[src/logic/lsu_pkg.sv]
package lsu_pkg;

  // --------------------------------------------------------------------------
  // Widths
  // --------------------------------------------------------------------------
  localparam int unsigned XLEN        = 32;
  localparam int unsigned PADDR_W     = 16;
  localparam int unsigned TRANS_ID_W  = 3;
  localparam int unsigned QUEUE_DEPTH = 2;

  typedef logic [XLEN-1:0]       xlen_t;
  typedef logic [PADDR_W-1:0]    paddr_t;
  typedef logic [XLEN/8-1:0]     be_t;
  typedef logic [TRANS_ID_W-1:0] trans_id_t;
  typedef logic [3:0]            exc_cause_t;

  // Load and store operations handled by the LSU
  typedef enum logic [3:0] {
    LB,
    LBU,
    LH,
    LHU,
    LW,
    SB,
    SH,
    SW
  } lsu_op_e;

  // --------------------------------------------------------------------------
  // Exception causes
  // --------------------------------------------------------------------------
  localparam exc_cause_t CAUSE_LD_MISALIGNED   = 4'd4;
  localparam exc_cause_t CAUSE_LD_ACCESS_FAULT = 4'd5;
  localparam exc_cause_t CAUSE_ST_MISALIGNED   = 4'd6;
  localparam exc_cause_t CAUSE_ST_ACCESS_FAULT = 4'd7;

  // --------------------------------------------------------------------------
  // Helpers
  // --------------------------------------------------------------------------
  function automatic logic op_is_load(lsu_op_e op);
    case (op)
      LB, LBU, LH, LHU, LW: return 1'b1;
      default:              return 1'b0;
    endcase
  endfunction

  // Transfer size in bytes
  function automatic logic [2:0] op_size_bytes(lsu_op_e op);
    case (op)
      LB, LBU, SB: return 3'd1;
      LH, LHU, SH: return 3'd2;
      default:     return 3'd4;
    endcase
  endfunction

endpackage
[src/logic/lsu_top.sv]
`timescale 1ns/1ps

module lsu_top (
  input  logic                clk_i,
  input  logic                rst_ni,
  // Issue side
  input  logic                issue_valid_i,
  output logic                issue_ready_o,
  input  lsu_pkg::lsu_op_e    op_i,
  input  lsu_pkg::xlen_t      operand_a_i,
  input  lsu_pkg::xlen_t      imm_i,
  input  lsu_pkg::xlen_t      operand_b_i,
  input  lsu_pkg::trans_id_t  trans_id_i,
  // Memory side
  output logic                mem_req_o,
  output logic                mem_we_o,
  output lsu_pkg::paddr_t     mem_addr_o,
  output lsu_pkg::be_t        mem_be_o,
  output lsu_pkg::xlen_t      mem_wdata_o,
  input  logic                mem_rvalid_i,
  input  lsu_pkg::xlen_t      mem_rdata_i,
  // Results
  output logic                load_valid_o,
  output lsu_pkg::trans_id_t  load_trans_id_o,
  output lsu_pkg::xlen_t      load_result_o,
  output logic                load_exc_valid_o,
  output lsu_pkg::exc_cause_t load_exc_cause_o,
  output logic                store_valid_o,
  output lsu_pkg::trans_id_t  store_trans_id_o,
  output lsu_pkg::xlen_t      store_result_o,
  output logic                store_exc_valid_o,
  output lsu_pkg::exc_cause_t store_exc_cause_o
);
  import lsu_pkg::*;

  paddr_t     agu_paddr, head_paddr, ld_addr, st_addr;
  be_t        agu_be, head_be, ld_be, st_be;
  logic       agu_overflow, head_overflow, head_valid;
  lsu_op_e    head_op;
  xlen_t      head_wdata, st_wdata;
  trans_id_t  head_trans_id;
  logic       exc_valid;
  exc_cause_t exc_cause;
  logic       ld_valid, st_valid, ld_pop, st_pop, pop;
  logic       ld_req, st_req, ld_busy_q;

  lsu_agu i_agu (
    .op_i        (op_i),
    .operand_a_i (operand_a_i),
    .imm_i       (imm_i),
    .paddr_o     (agu_paddr),
    .be_o        (agu_be),
    .overflow_o  (agu_overflow)
  );

  lsu_req_queue i_req_queue (
    .clk_i           (clk_i),
    .rst_ni          (rst_ni),
    .push_i          (issue_valid_i),
    .op_i            (op_i),
    .paddr_i         (agu_paddr),
    .be_i            (agu_be),
    .overflow_i      (agu_overflow),
    .wdata_i         (operand_b_i),
    .trans_id_i      (trans_id_i),
    .pop_i           (pop),
    .ready_o         (issue_ready_o),
    .head_valid_o    (head_valid),
    .head_op_o       (head_op),
    .head_paddr_o    (head_paddr),
    .head_be_o       (head_be),
    .head_overflow_o (head_overflow),
    .head_wdata_o    (head_wdata),
    .head_trans_id_o (head_trans_id)
  );

  lsu_misalign_check i_misalign_check (
    .valid_i     (head_valid),
    .op_i        (head_op),
    .paddr_i     (head_paddr),
    .overflow_i  (head_overflow),
    .exc_valid_o (exc_valid),
    .exc_cause_o (exc_cause)
  );

  // --------------------------------------------------------------------------
  // Head routing
  // --------------------------------------------------------------------------
  // Read in flight from request until data returns
  always_ff @(posedge clk_i or negedge rst_ni) begin
    if (!rst_ni) begin
      ld_busy_q <= 1'b0;
    end else if (ld_req) begin
      ld_busy_q <= 1'b1;
    end else if (mem_rvalid_i) begin
      ld_busy_q <= 1'b0;
    end
  end

  // Stores wait behind an outstanding load to keep results in order
  assign ld_valid = head_valid && op_is_load(head_op);
  assign st_valid = head_valid && !op_is_load(head_op) && !ld_busy_q;
  assign pop      = ld_pop || st_pop;

  lsu_load_unit i_load_unit (
    .clk_i            (clk_i),
    .rst_ni           (rst_ni),
    .valid_i          (ld_valid),
    .op_i             (head_op),
    .paddr_i          (head_paddr),
    .be_i             (head_be),
    .trans_id_i       (head_trans_id),
    .exc_valid_i      (exc_valid),
    .exc_cause_i      (exc_cause),
    .mem_rvalid_i     (mem_rvalid_i),
    .mem_rdata_i      (mem_rdata_i),
    .pop_o            (ld_pop),
    .mem_req_o        (ld_req),
    .mem_addr_o       (ld_addr),
    .mem_be_o         (ld_be),
    .load_valid_o     (load_valid_o),
    .load_trans_id_o  (load_trans_id_o),
    .load_result_o    (load_result_o),
    .load_exc_valid_o (load_exc_valid_o),
    .load_exc_cause_o (load_exc_cause_o)
  );

  lsu_store_unit i_store_unit (
    .clk_i             (clk_i),
    .rst_ni            (rst_ni),
    .valid_i           (st_valid),
    .paddr_i           (head_paddr),
    .be_i              (head_be),
    .wdata_i           (head_wdata),
    .trans_id_i        (head_trans_id),
    .exc_valid_i       (exc_valid),
    .exc_cause_i       (exc_cause),
    .pop_o             (st_pop),
    .mem_req_o         (st_req),
    .mem_addr_o        (st_addr),
    .mem_be_o          (st_be),
    .mem_wdata_o       (st_wdata),
    .store_valid_o     (store_valid_o),
    .store_trans_id_o  (store_trans_id_o),
    .store_exc_valid_o (store_exc_valid_o),
    .store_exc_cause_o (store_exc_cause_o)
  );

  // --------------------------------------------------------------------------
  // Memory port, one unit strobes at a time
  // --------------------------------------------------------------------------
  assign mem_req_o   = ld_req || st_req;
  assign mem_we_o    = st_req;
  assign mem_addr_o  = st_req ? st_addr : ld_addr;
  assign mem_be_o    = st_req ? st_be : ld_be;
  assign mem_wdata_o = st_wdata;

  // Stores return no data
  assign store_result_o = '0;

endmodule

[src/logic/lsu_store_unit.sv]
`timescale 1ns/1ps

module lsu_store_unit (
  input  logic                clk_i,
  input  logic                rst_ni,
  input  logic                valid_i,
  input  lsu_pkg::paddr_t     paddr_i,
  input  lsu_pkg::be_t        be_i,
  input  lsu_pkg::xlen_t      wdata_i,
  input  lsu_pkg::trans_id_t  trans_id_i,
  input  logic                exc_valid_i,
  input  lsu_pkg::exc_cause_t exc_cause_i,
  output logic                pop_o,
  output logic                mem_req_o,
  output lsu_pkg::paddr_t     mem_addr_o,
  output lsu_pkg::be_t        mem_be_o,
  output lsu_pkg::xlen_t      mem_wdata_o,
  output logic                store_valid_o,
  output lsu_pkg::trans_id_t  store_trans_id_o,
  output logic                store_exc_valid_o,
  output lsu_pkg::exc_cause_t store_exc_cause_o
);
  import lsu_pkg::*;

  // Stores never stall once they reach this unit
  assign pop_o     = valid_i;
  assign mem_req_o = valid_i && !exc_valid_i;

  // --------------------------------------------------------------------------
  // Write request
  // --------------------------------------------------------------------------
  assign mem_addr_o = {paddr_i[PADDR_W-1:2], 2'b00};
  assign mem_be_o   = be_i;

  // Move the low bytes up to the addressed lanes
  assign mem_wdata_o = wdata_i << {paddr_i[1:0], 3'b000};

  // Completion stage
  always_ff @(posedge clk_i or negedge rst_ni) begin
    if (!rst_ni) begin
      store_valid_o     <= 1'b0;
      store_exc_valid_o <= 1'b0;
    end else begin
      store_valid_o     <= valid_i;
      store_exc_valid_o <= valid_i && exc_valid_i;
    end
  end

  always_ff @(posedge clk_i) begin
    if (valid_i) begin
      store_trans_id_o  <= trans_id_i;
      store_exc_cause_o <= exc_cause_i;
    end
  end

endmodule

[src/logic/lsu_load_unit.sv]
`timescale 1ns/1ps

module lsu_load_unit (
  input  logic                clk_i,
  input  logic                rst_ni,
  input  logic                valid_i,
  input  lsu_pkg::lsu_op_e    op_i,
  input  lsu_pkg::paddr_t     paddr_i,
  input  lsu_pkg::be_t        be_i,
  input  lsu_pkg::trans_id_t  trans_id_i,
  input  logic                exc_valid_i,
  input  lsu_pkg::exc_cause_t exc_cause_i,
  input  logic                mem_rvalid_i,
  input  lsu_pkg::xlen_t      mem_rdata_i,
  output logic                pop_o,
  output logic                mem_req_o,
  output lsu_pkg::paddr_t     mem_addr_o,
  output lsu_pkg::be_t        mem_be_o,
  output logic                load_valid_o,
  output lsu_pkg::trans_id_t  load_trans_id_o,
  output lsu_pkg::xlen_t      load_result_o,
  output logic                load_exc_valid_o,
  output lsu_pkg::exc_cause_t load_exc_cause_o
);
  import lsu_pkg::*;

  typedef enum logic {
    IDLE,
    WAIT
  } state_e;

  state_e    state_q, state_d;
  lsu_op_e   op_q;
  logic[1:0] offset_q;
  trans_id_t id_q;
  logic      take, done_exc, done_rd;
  xlen_t     shifted, extended;

  assign take     = (state_q == IDLE) && valid_i;
  assign done_exc = take && exc_valid_i;
  assign done_rd  = (state_q == WAIT) && mem_rvalid_i;

  assign pop_o      = take;
  assign mem_req_o  = take && !exc_valid_i;
  assign mem_addr_o = {paddr_i[PADDR_W-1:2], 2'b00};
  assign mem_be_o   = be_i;

  always_comb begin
    state_d = state_q;
    if (mem_req_o) state_d = WAIT;
    if (done_rd)   state_d = IDLE;
  end

  // --------------------------------------------------------------------------
  // Result alignment and extension
  // --------------------------------------------------------------------------
  assign shifted = mem_rdata_i >> {offset_q, 3'b000};

  always_comb begin
    case (op_q)
      LB:      extended = {{24{shifted[7]}}, shifted[7:0]};
      LBU:     extended = {24'h0, shifted[7:0]};
      LH:      extended = {{16{shifted[15]}}, shifted[15:0]};
      LHU:     extended = {16'h0, shifted[15:0]};
      default: extended = shifted;
    endcase
  end

  always_ff @(posedge clk_i or negedge rst_ni) begin
    if (!rst_ni) begin
      state_q          <= IDLE;
      load_valid_o     <= 1'b0;
      load_exc_valid_o <= 1'b0;
    end else begin
      state_q          <= state_d;
      load_valid_o     <= done_exc || done_rd;
      load_exc_valid_o <= done_exc;
    end
  end

  // Request context held across the read, then the result stage
  always_ff @(posedge clk_i) begin
    if (take) begin
      op_q     <= op_i;
      offset_q <= paddr_i[1:0];
      id_q     <= trans_id_i;
    end
    if (done_exc) begin
      load_trans_id_o  <= trans_id_i;
      load_result_o    <= '0;
      load_exc_cause_o <= exc_cause_i;
    end else if (done_rd) begin
      load_trans_id_o  <= id_q;
      load_result_o    <= extended;
      load_exc_cause_o <= '0;
    end
  end

endmodule

[src/logic/lsu_misalign_check.sv]
`timescale 1ns/1ps

module lsu_misalign_check (
  input  logic                valid_i,
  input  lsu_pkg::lsu_op_e    op_i,
  input  lsu_pkg::paddr_t     paddr_i,
  input  logic                overflow_i,
  output logic                exc_valid_o,
  output lsu_pkg::exc_cause_t exc_cause_o
);
  import lsu_pkg::*;

  logic misaligned;
  logic is_load;

  assign is_load = op_is_load(op_i);

  // Bytes are always aligned
  always_comb begin
    case (op_i)
      LH, LHU, SH: misaligned = paddr_i[0];
      LW, SW:      misaligned = (paddr_i[1:0] != 2'b00);
      default:     misaligned = 1'b0;
    endcase
  end

  always_comb begin
    exc_valid_o = 1'b0;
    exc_cause_o = '0;
    if (valid_i) begin
      if (misaligned) begin
        exc_valid_o = 1'b1;
        exc_cause_o = is_load ? CAUSE_LD_MISALIGNED : CAUSE_ST_MISALIGNED;
      end
      // Access fault wins over misalignment
      if (overflow_i) begin
        exc_valid_o = 1'b1;
        exc_cause_o = is_load ? CAUSE_LD_ACCESS_FAULT : CAUSE_ST_ACCESS_FAULT;
      end
    end
  end

endmodule

[src/logic/lsu_req_queue.sv]
`timescale 1ns/1ps

module lsu_req_queue (
  input  logic               clk_i,
  input  logic               rst_ni,
  input  logic               push_i,
  input  lsu_pkg::lsu_op_e   op_i,
  input  lsu_pkg::paddr_t    paddr_i,
  input  lsu_pkg::be_t       be_i,
  input  logic               overflow_i,
  input  lsu_pkg::xlen_t     wdata_i,
  input  lsu_pkg::trans_id_t trans_id_i,
  input  logic               pop_i,
  output logic               ready_o,
  output logic               head_valid_o,
  output lsu_pkg::lsu_op_e   head_op_o,
  output lsu_pkg::paddr_t    head_paddr_o,
  output lsu_pkg::be_t       head_be_o,
  output logic               head_overflow_o,
  output lsu_pkg::xlen_t     head_wdata_o,
  output lsu_pkg::trans_id_t head_trans_id_o
);
  import lsu_pkg::*;

  lsu_op_e   op_q       [QUEUE_DEPTH];
  paddr_t    paddr_q    [QUEUE_DEPTH];
  be_t       be_q       [QUEUE_DEPTH];
  logic      overflow_q [QUEUE_DEPTH];
  xlen_t     wdata_q    [QUEUE_DEPTH];
  trans_id_t trans_id_q [QUEUE_DEPTH];

  logic [$clog2(QUEUE_DEPTH)-1:0]   wr_ptr_q, rd_ptr_q;
  logic [$clog2(QUEUE_DEPTH+1)-1:0] count_q;
  logic                             push_en, pop_en;

  assign ready_o      = (count_q != QUEUE_DEPTH);
  assign head_valid_o = (count_q != '0);
  assign push_en      = push_i && ready_o;
  assign pop_en       = pop_i && head_valid_o;

  // --------------------------------------------------------------------------
  // Pointers and fill level
  // --------------------------------------------------------------------------
  always_ff @(posedge clk_i or negedge rst_ni) begin
    if (!rst_ni) begin
      wr_ptr_q <= '0;
      rd_ptr_q <= '0;
      count_q  <= '0;
    end else begin
      if (push_en) begin
        wr_ptr_q <= (wr_ptr_q == QUEUE_DEPTH - 1) ? '0 : wr_ptr_q + 1'b1;
      end
      if (pop_en) begin
        rd_ptr_q <= (rd_ptr_q == QUEUE_DEPTH - 1) ? '0 : rd_ptr_q + 1'b1;
      end
      case ({push_en, pop_en})
        2'b10:   count_q <= count_q + 1'b1;
        2'b01:   count_q <= count_q - 1'b1;
        default: count_q <= count_q;
      endcase
    end
  end

  // Entry storage
  always_ff @(posedge clk_i) begin
    if (push_en) begin
      op_q[wr_ptr_q]       <= op_i;
      paddr_q[wr_ptr_q]    <= paddr_i;
      be_q[wr_ptr_q]       <= be_i;
      overflow_q[wr_ptr_q] <= overflow_i;
      wdata_q[wr_ptr_q]    <= wdata_i;
      trans_id_q[wr_ptr_q] <= trans_id_i;
    end
  end

  assign head_op_o       = op_q[rd_ptr_q];
  assign head_paddr_o    = paddr_q[rd_ptr_q];
  assign head_be_o       = be_q[rd_ptr_q];
  assign head_overflow_o = overflow_q[rd_ptr_q];
  assign head_wdata_o    = wdata_q[rd_ptr_q];
  assign head_trans_id_o = trans_id_q[rd_ptr_q];

endmodule

[src/logic/lsu_agu.sv]
`timescale 1ns/1ps

module lsu_agu (
  input  lsu_pkg::lsu_op_e op_i,
  input  lsu_pkg::xlen_t   operand_a_i,
  input  lsu_pkg::xlen_t   imm_i,
  output lsu_pkg::paddr_t  paddr_o,
  output lsu_pkg::be_t     be_o,
  output logic             overflow_o
);
  import lsu_pkg::*;

  xlen_t vaddr;

  // Effective address, both operands signed
  assign vaddr = xlen_t'($signed(operand_a_i) + $signed(imm_i));

  // Bare translation keeps the low bits only
  assign paddr_o = vaddr[PADDR_W-1:0];

  // Anything above the physical range is an access fault later on
  assign overflow_o = |vaddr[XLEN-1:PADDR_W];

  // Byte enables from size and offset in the word
  always_comb begin
    case (op_size_bytes(op_i))
      3'd1: begin
        be_o = 4'b0001 << paddr_o[1:0];
      end
      3'd2: begin
        // An odd offset loses a lane, the access traps anyway
        be_o = 4'b0011 << paddr_o[1:0];
      end
      default: begin
        be_o = 4'b1111;
      end
    endcase
  end

endmodule

[config.mk]
export PLATFORM = sky130hd
export DESIGN_NAME = lsu_top
export DESIGN_NICKNAME = d
export VERILOG_FILES = /design/src/logic/lsu_pkg.sv /design/src/logic/lsu_top.sv /design/src/logic/lsu_store_unit.sv /design/src/logic/lsu_load_unit.sv /design/src/logic/lsu_misalign_check.sv /design/src/logic/lsu_req_queue.sv /design/src/logic/lsu_agu.sv
export SDC_FILE = /design/constraint.sdc
export NUM_CORES = 1
export LEC_CHECK = 0
export ABC_CLOCK_PERIOD_IN_PS = 7600
export BUFFER_PORTS_ARGS = -buffer_cell sky130_fd_sc_hd__buf_2
export CAP_MARGIN = 40
export CORE_MARGIN = 3
export CORE_UTILIZATION = 30
export CTS_CLUSTER_DIAMETER = 50
export DETAILED_ROUTE_END_ITERATION = 10
export GPL_ROUTABILITY_DRIVEN = 0
export GPL_TIMING_DRIVEN = 1
export SLEW_MARGIN = 20
export SYNTH_ARGS = -nofsm -noshare
export SYNTH_HDL_FRONTEND = slang
export SYNTH_SLANG_ARGS = --single-unit
[constraint.sdc]
create_clock -name clk_i -period 7.6 [get_ports clk_i]
set_input_delay 1.52 -clock clk_i [delete_from_list [all_inputs] [get_ports clk_i]]
set_output_delay 1.52 -clock clk_i [all_outputs]
set_load 0.01 [all_outputs]
# Yosys cells after proc, flatten, opt, wreduce, memory -nomap -nowiden
# Memory sizes are Yosys's and may differ from the RTL's.
# Cells that the tools add are included.
[totals] reg_bits=65 ramBits=120 inputBits=139 out_inout_bits=137 wordCells=110 n_memories=6
[mem_list] name="i_req_queue.wdata_q" words=2 width=32 read_ports=1 rd_ports_with_merged_regs=0 wr=1 line_no="lsu_req_queue.sv:29" text="xlen_t wdata_q [QUEUE_DEPTH];"
[mem_list] name="i_req_queue.paddr_q" words=2 width=16 read_ports=1 rd_ports_with_merged_regs=0 wr=1 line_no="lsu_req_queue.sv:26" text="paddr_t paddr_q [QUEUE_DEPTH];"
[mem_list] name="i_req_queue.be_q" words=2 width=4 read_ports=1 rd_ports_with_merged_regs=0 wr=1 line_no="lsu_req_queue.sv:27" text="be_t be_q [QUEUE_DEPTH];"
[mem_list] name="i_req_queue.op_q" words=2 width=4 read_ports=1 rd_ports_with_merged_regs=0 wr=1 line_no="lsu_req_queue.sv:25" text="lsu_op_e op_q [QUEUE_DEPTH];"
[mem_list] name="i_req_queue.trans_id_q" words=2 width=3 read_ports=1 rd_ports_with_merged_regs=0 wr=1 line_no="lsu_req_queue.sv:30" text="trans_id_t trans_id_q [QUEUE_DEPTH];"
[mem_list] name="i_req_queue.overflow_q" words=2 width=1 read_ports=1 rd_ports_with_merged_regs=0 wr=1 line_no="lsu_req_queue.sv:28" text="logic overflow_q [QUEUE_DEPTH];"
[op_classes] add_sub_neg=5 eq_ne=19 shift=4 mux=26 n_bitwise=1 n_reduce_logical=32
[op_table] op="$pmux 32 s4" count=1
[op_table] op="$add 32x32->32" count=1
[op_table] op="$shl 32x5->32" count=1
[op_table] op="$shr 32x5->32" count=1
[op_table] op="$eq 4x2->1 const B" count=6
[op_table] op="$eq 4x3->1 const B" count=5
[op_table] op="$mux 4" count=5
[op_table] op="$reduce_or 16->1" count=1
[op_table] op="$eq 4x1->1 const B" count=3
[op_table] op="$logic_not 4->1" count=3
[op_table] op="$mux 1" count=12
[op_table] op="$reduce_bool 2->1" count=6
[op_table] op="$logic_and 1x1->1" count=11
[op_table] op="$reduce_or 3->1" count=3
[op_table] op="$pmux 4 s2" count=1
[op_table] op="$mux 3" count=2
[op_table] op="$pmux 3 s2" count=1
[op_table] op="$reduce_or 5->1" count=1
[op_table] op="$mux 2" count=2
[op_table] op="$pmux 2 s2" count=1
[op_table] op="$shl 1x2->4 const A" count=1
[op_table] op="$shl 2x2->4 const A" count=1
[op_table] op="$eq 3x1->1 const B" count=1
[op_table] op="$eq 3x2->1 const B" count=1
[op_table] op="other kinds (11)" count=16

# Logic depth before layout (Yosys ltp)
# An unclocked memory read counts as a cell.
[logic_depth] depth_word=11 ltp_mapped=13 mapped_depth_nobuf=12

# By module
# From an unflattened synthesis, not the netlist that was laid out.
[hier_totals] hier_cells=899 area_unflattened_um2=10542.6
[by_module_without_submodules] mod="lsu_req_queue" n_inst=1 cells_per_inst=204 area_each_um2=4553.1 seq_area_each_um2=3703.6
[by_module_without_submodules] mod="lsu_load_unit" n_inst=1 cells_per_inst=250 area_each_um2=2422.3 seq_area_each_um2=1196.1
[by_module_without_submodules] mod="lsu_agu" n_inst=1 cells_per_inst=270 area_each_um2=1861.8 seq_area_each_um2=0.0
[by_module_without_submodules] mod="lsu_store_unit" n_inst=1 cells_per_inst=98 area_each_um2=983.4 seq_area_each_um2=260.2
[by_module_without_submodules] mod="lsu_top" n_inst=1 cells_per_inst=65 area_each_um2=638.1 seq_area_each_um2=25.0
[by_module_without_submodules] mod="lsu_misalign_check" n_inst=1 cells_per_inst=12 area_each_um2=83.8 seq_area_each_um2=0.0

# Worst setup path after synthesis
# No wires, ideal clock.
[synth_timing] path_kind="input to register" from="input issue_valid_i" to="memory i_req_queue.be_q[0][0] (netlist name) (enable)" setup_time_ns=0.478 arrival_ns=4.127 required_time_ns=7.122 setup_slack_ns=2.995 stages=2 n_path_buf=0 cell_sequence="nand2_1 -> nor2_1"
[synth_between] elab_chain_len=3
[synth_rtl] item="start, declared" line_no="lsu_top.sv:7" text="input logic issue_valid_i,"
[synth_rtl] item="$logic_and 1x1->1" line_no="lsu_req_queue.sv:38" text="assign push_en = push_i && ready_o;"
[synth_rtl] item="$mux 1" line_no="lsu_req_queue.sv:66" text="if (push_en) begin"
[synth_rtl] item="$mux 1 (not written as such)" line_no="lsu_req_queue.sv:69" text="be_q[wr_ptr_q] <= be_i;"
[synth_rtl] item="end, declared" line_no="lsu_req_queue.sv:27"
# No other way between the ends.

# Final worst setup path
[layout_timing] from="register i_req_queue.rd_ptr_q" to="output mem_req_o"
[layout_between] word_cells_on_any_way=28 cone_classes="eq/ne (6); mux (5); reduce/logical (14); memory (3)"
[layout_lines] item="start, declared" line_no="lsu_req_queue.sv:32" text="logic [$clog2(QUEUE_DEPTH)-1:0] wr_ptr_q, rd_ptr_q;"
[layout_lines] item="start signal, assigned" line_no="lsu_req_queue.sv:54" text="rd_ptr_q <= (rd_ptr_q == QUEUE_DEPTH - 1) ? '0 : rd_ptr_q + 1'b1;"
[layout_lines] item="$mem_v2 2x4 *"
[layout_lines] item="named net head_op[0]" line_no="lsu_top.sv:39" text="lsu_op_e head_op;"
[layout_lines] item="$eq 4x1->1 (tied with other cells)" line_no="lsu_pkg.sv:41" text="case (op)"
[layout_lines] item="$reduce_or 5->1 *" line_no="lsu_pkg.sv:41"
[layout_lines] item="$mux 1 *" line_no="lsu_pkg.sv:41"
[layout_lines] item="$logic_and 1x1->1 *" line_no="lsu_top.sv:101" text="assign ld_valid = head_valid && op_is_load(head_op);"
[layout_lines] item="$logic_and 1x1->1 *" line_no="lsu_load_unit.sv:39" text="assign take = (state_q == IDLE) && valid_i;"
[layout_lines] item="named net i_load_unit.pop_o" line_no="lsu_load_unit.sv:15" text="output logic pop_o,"
[layout_lines] item="$logic_and 1x1->1 *" line_no="lsu_load_unit.sv:44" text="assign mem_req_o = take && !exc_valid_i;"
[layout_lines] item="$logic_or 1x1->1 *" line_no="lsu_top.sv:152" text="assign mem_req_o = ld_req || st_req;"
[layout_lines] item="end, declared" line_no="lsu_top.sv:15" text="output logic mem_req_o,"
# Mark *: on every way through the listed nets, which the timed path passes. The rest lies on a longest branch.

==> results.ini <==
[clock_network]
clk_pin_slew_ps = 80
clock_path_buffers = 2
cts_tree = yes
cts-root-buf = clkbuf_16
post_cts_buffers = 0
htreeDepth = 4
cts_resized = 0
cts.sinks = 183
cts_made_buffers = 17
postCtsHoldBufs = 0
clock_latency_ps = 430

[placement]
hpwl_um = 20400
post_dp_cell_area_um2 = 11700
place_inst = 1554
io_buffer_count = 239
dp_slack_ps = 3140

[power]
vdd_drop_max_mv = 0.133
power_frac_seq_pct = 38.0
p_leak_uw = 0.00505
combPwrFrac_pct = 41.8
power_switching_uw = 1600
p_int_uw = 2680
switching_share_pct = 37.4
powerDensity_nw_per_um2 = 348
clkPwrFrac_pct = 20.3
power_uw = 4270

[logic_synthesis]
yosysUniqueCellTypes = 67
synth_edf_count = 141
yosysWarnings = 0
synth_ff_type = edfxtp_1
synthCells = 917
yosysSeqAreaShare_pct = 50.1
ys_ff_latch = 183
netlist_area_um2 = 10200
synth.avg_cell_area_um2 = 11.1
synthArstFlopShare_pct = 5.46

[grt]
antenna_found_initial = 3
grt_pass1_vias = 7528
grt_overflow = 0
grt_pass1_wl_um = 40400
grt_max_degree = 55
gr-usage-all-layers_pct = 14.2

[cells_and_area]
finish.net_count = 1304
final_area_um2 = 12300
fin_cells = 1586
final_cell_mix = buf_2 (240), edfxtp_1 (141), nor2_1 (76), nand2_1 (70), a21oi_1 (63)
area_growth_pct = 20.1
drive_gt1_share_pct = 32.2
diodes = 0
layout_commonest_cell = buf_2

[sta]
relSlewSlack_pct = 53.3
drv_slew = 0
period_needed_ps = 4750
setup-tns-final_ps = 0
timing.final.hold_violations = 0
finClkSkew_ps = 11.7
fmax_ghz = 0.211
worstMarginPinSlew_ps = 699
rsz0062_at_grt = false
finalSetupViolCount = 0
fin_crit_sh_pct = 62.5
fin_ws_ps = 2850

[run_status]
status = finished, final reports clean

[run]
max_cap_viol_count = 0

[floorplanning]
fp.dieH_um = 191
die_width_um = 191
fp-row-count = 66
design.die.area_um2 = 36300
start_util_pct = 30.9
ios = 276
core_um2 = 33000

[critical_path]
critPathCaptureType = output pin
cp_data_required_time_ps = 6080
worstSetupPathType = reg2out
path_max_fanout = 54
crit_path_start_kind = flop
cp.arrival_ps = 3230

[routing]
drt-total-wl_um = 26500
num_vias = 7654
drc_errors = 0
route.detailed.wl_per_inst_um = 16.7
final_antenna_net_count = 0
drt_iter0_drc = 429
dr.pass1.iters = 5
vias_per_cell = 4.83

[hold_path]
hold_class = reg2reg

-- through the flow --
stage,utilization [%],hold slack [ps]
after detailed placement,35.4,445
after global routing,37.2,483
final,37.2,453
after CTS,37.2,455
after floorplan,-,461
after global placement,35.0,443
-- final timing paths --
path / start / end / slack, ps / depth (start not counted)
min reg2reg: i_load_unit.load_result_o[5] / i_load_unit.load_result_o[5] / 450 / 2
max: i_req_queue.rd_ptr_q / mem_req_o / 2850 / 10
min: i_load_unit.load_result_o[5] / i_load_unit.load_result_o[5] / 450 / 2
max in group asynchronous: rst_ni / i_req_queue.rd_ptr_q / 6420 / 1
max reg2reg: i_req_queue.rd_ptr_q / i_load_unit.load_trans_id_o[1] / 4250 / 9
min in group asynchronous: rst_ni / i_load_unit.load_exc_valid_o / 940 / 1
-- state kept, by name (all words and copies together), names as in the netlist, 2 cells and up --
signal	flops
i_load_unit.id_q	3
i_load_unit.load_exc_cause_o	3
i_load_unit.load_result_o	32
i_load_unit.load_trans_id_o	3
i_load_unit.offset_q	2
i_load_unit.op_q	4
i_req_queue.be_q	8
i_req_queue.count_q	2
i_req_queue.op_q	8
i_req_queue.overflow_q	2
i_req_queue.paddr_q	32
i_req_queue.trans_id_q	6
i_req_queue.wdata_q	64
i_store_unit.store_exc_cause_o	3
i_store_unit.store_trans_id_o	3
-- cells in the mapped netlist, types with 17 or more instances --
library cell / number / area share [%]
dfxtp_1: 32 / 6.3
nor2_1: 77 / 2.8
xnor2_1: 18 / 1.5
ha_1: 33 / 4.0
mux2i_1: 59 / 5.8
o21ai_0: 43 / 2.1
nand2_1: 70 / 2.6
a211oi_1: 21 / 1.5
edfxtp_1: 141 / 41
clkbuf_1: 17 / 0.62
inv_1: 24 / 0.88
buf_4: 53 / 3.9
mux2_2: 47 / 5.2
nor3_1: 33 / 1.6
a21oi_1: 63 / 3.1
-- worst max-delay path, stage by stage (launching register included) --
cell and delay, ps:
dfrtp_4 690, buf_16 290, mux2_2 410, nor2_1 110, nor2_1 40, nor2_1 270, nand2_1 150, inv_1 370
nor2_1 160, nor2_1 130, buf_2 170
-- power by group through the flow --
| stage | clock (uW) | sequential, uW | combinational, uW |
|---|---|---|---|
| finish | 866 | 1620 | 1790 |
| global route | 943 | 1660 | 1970 |
| CTS | 894 | 1620 | 1820 |
| detailed placement | 0 | 1640 | 1810 |
| global placement | 0 | 1700 | 1690 |
| floorplan | 0 | 1640 | 1190 |
-- cells by family after synthesis --
logic type	share of synthesized area (%)
simple gates	11.1
compound gates	11.5
flops	50.1
mux	13.9
buf+inv	6.86
fa+ha+maj	4.24
xor+xnor	2.23
other cells	0.0367
-- final cells by class --
cell class                 instances  area [um^2]
tap                              442          553
sequential                       183         5130
fill                            3267        20800
multi-input combinational        650         4540
clock inverter                    15          159
timing repair buffer             254         1380
inverter                          25         93.8
clock buffer                      17          425
-- metal layers --
| metal | part of all wire [%] | GRT usage [%] | vias to the layer above | routed length (um) |
|---|---|---|---|---|
| li1 | - | - | 3738 | - |
| met1 | 41 | 17.0 | 3591 | 10800 |
| met2 | 49 | 25.0 | 285 | 13100 |
| met3 | 7.8 | 3.71 | 36 | 2070 |
| met4 | 2.1 | 4.83 | 4 | 564 |
| met5 | 0.10 | 0 | - | 27 |
Power figures use the tool's default switching activity.
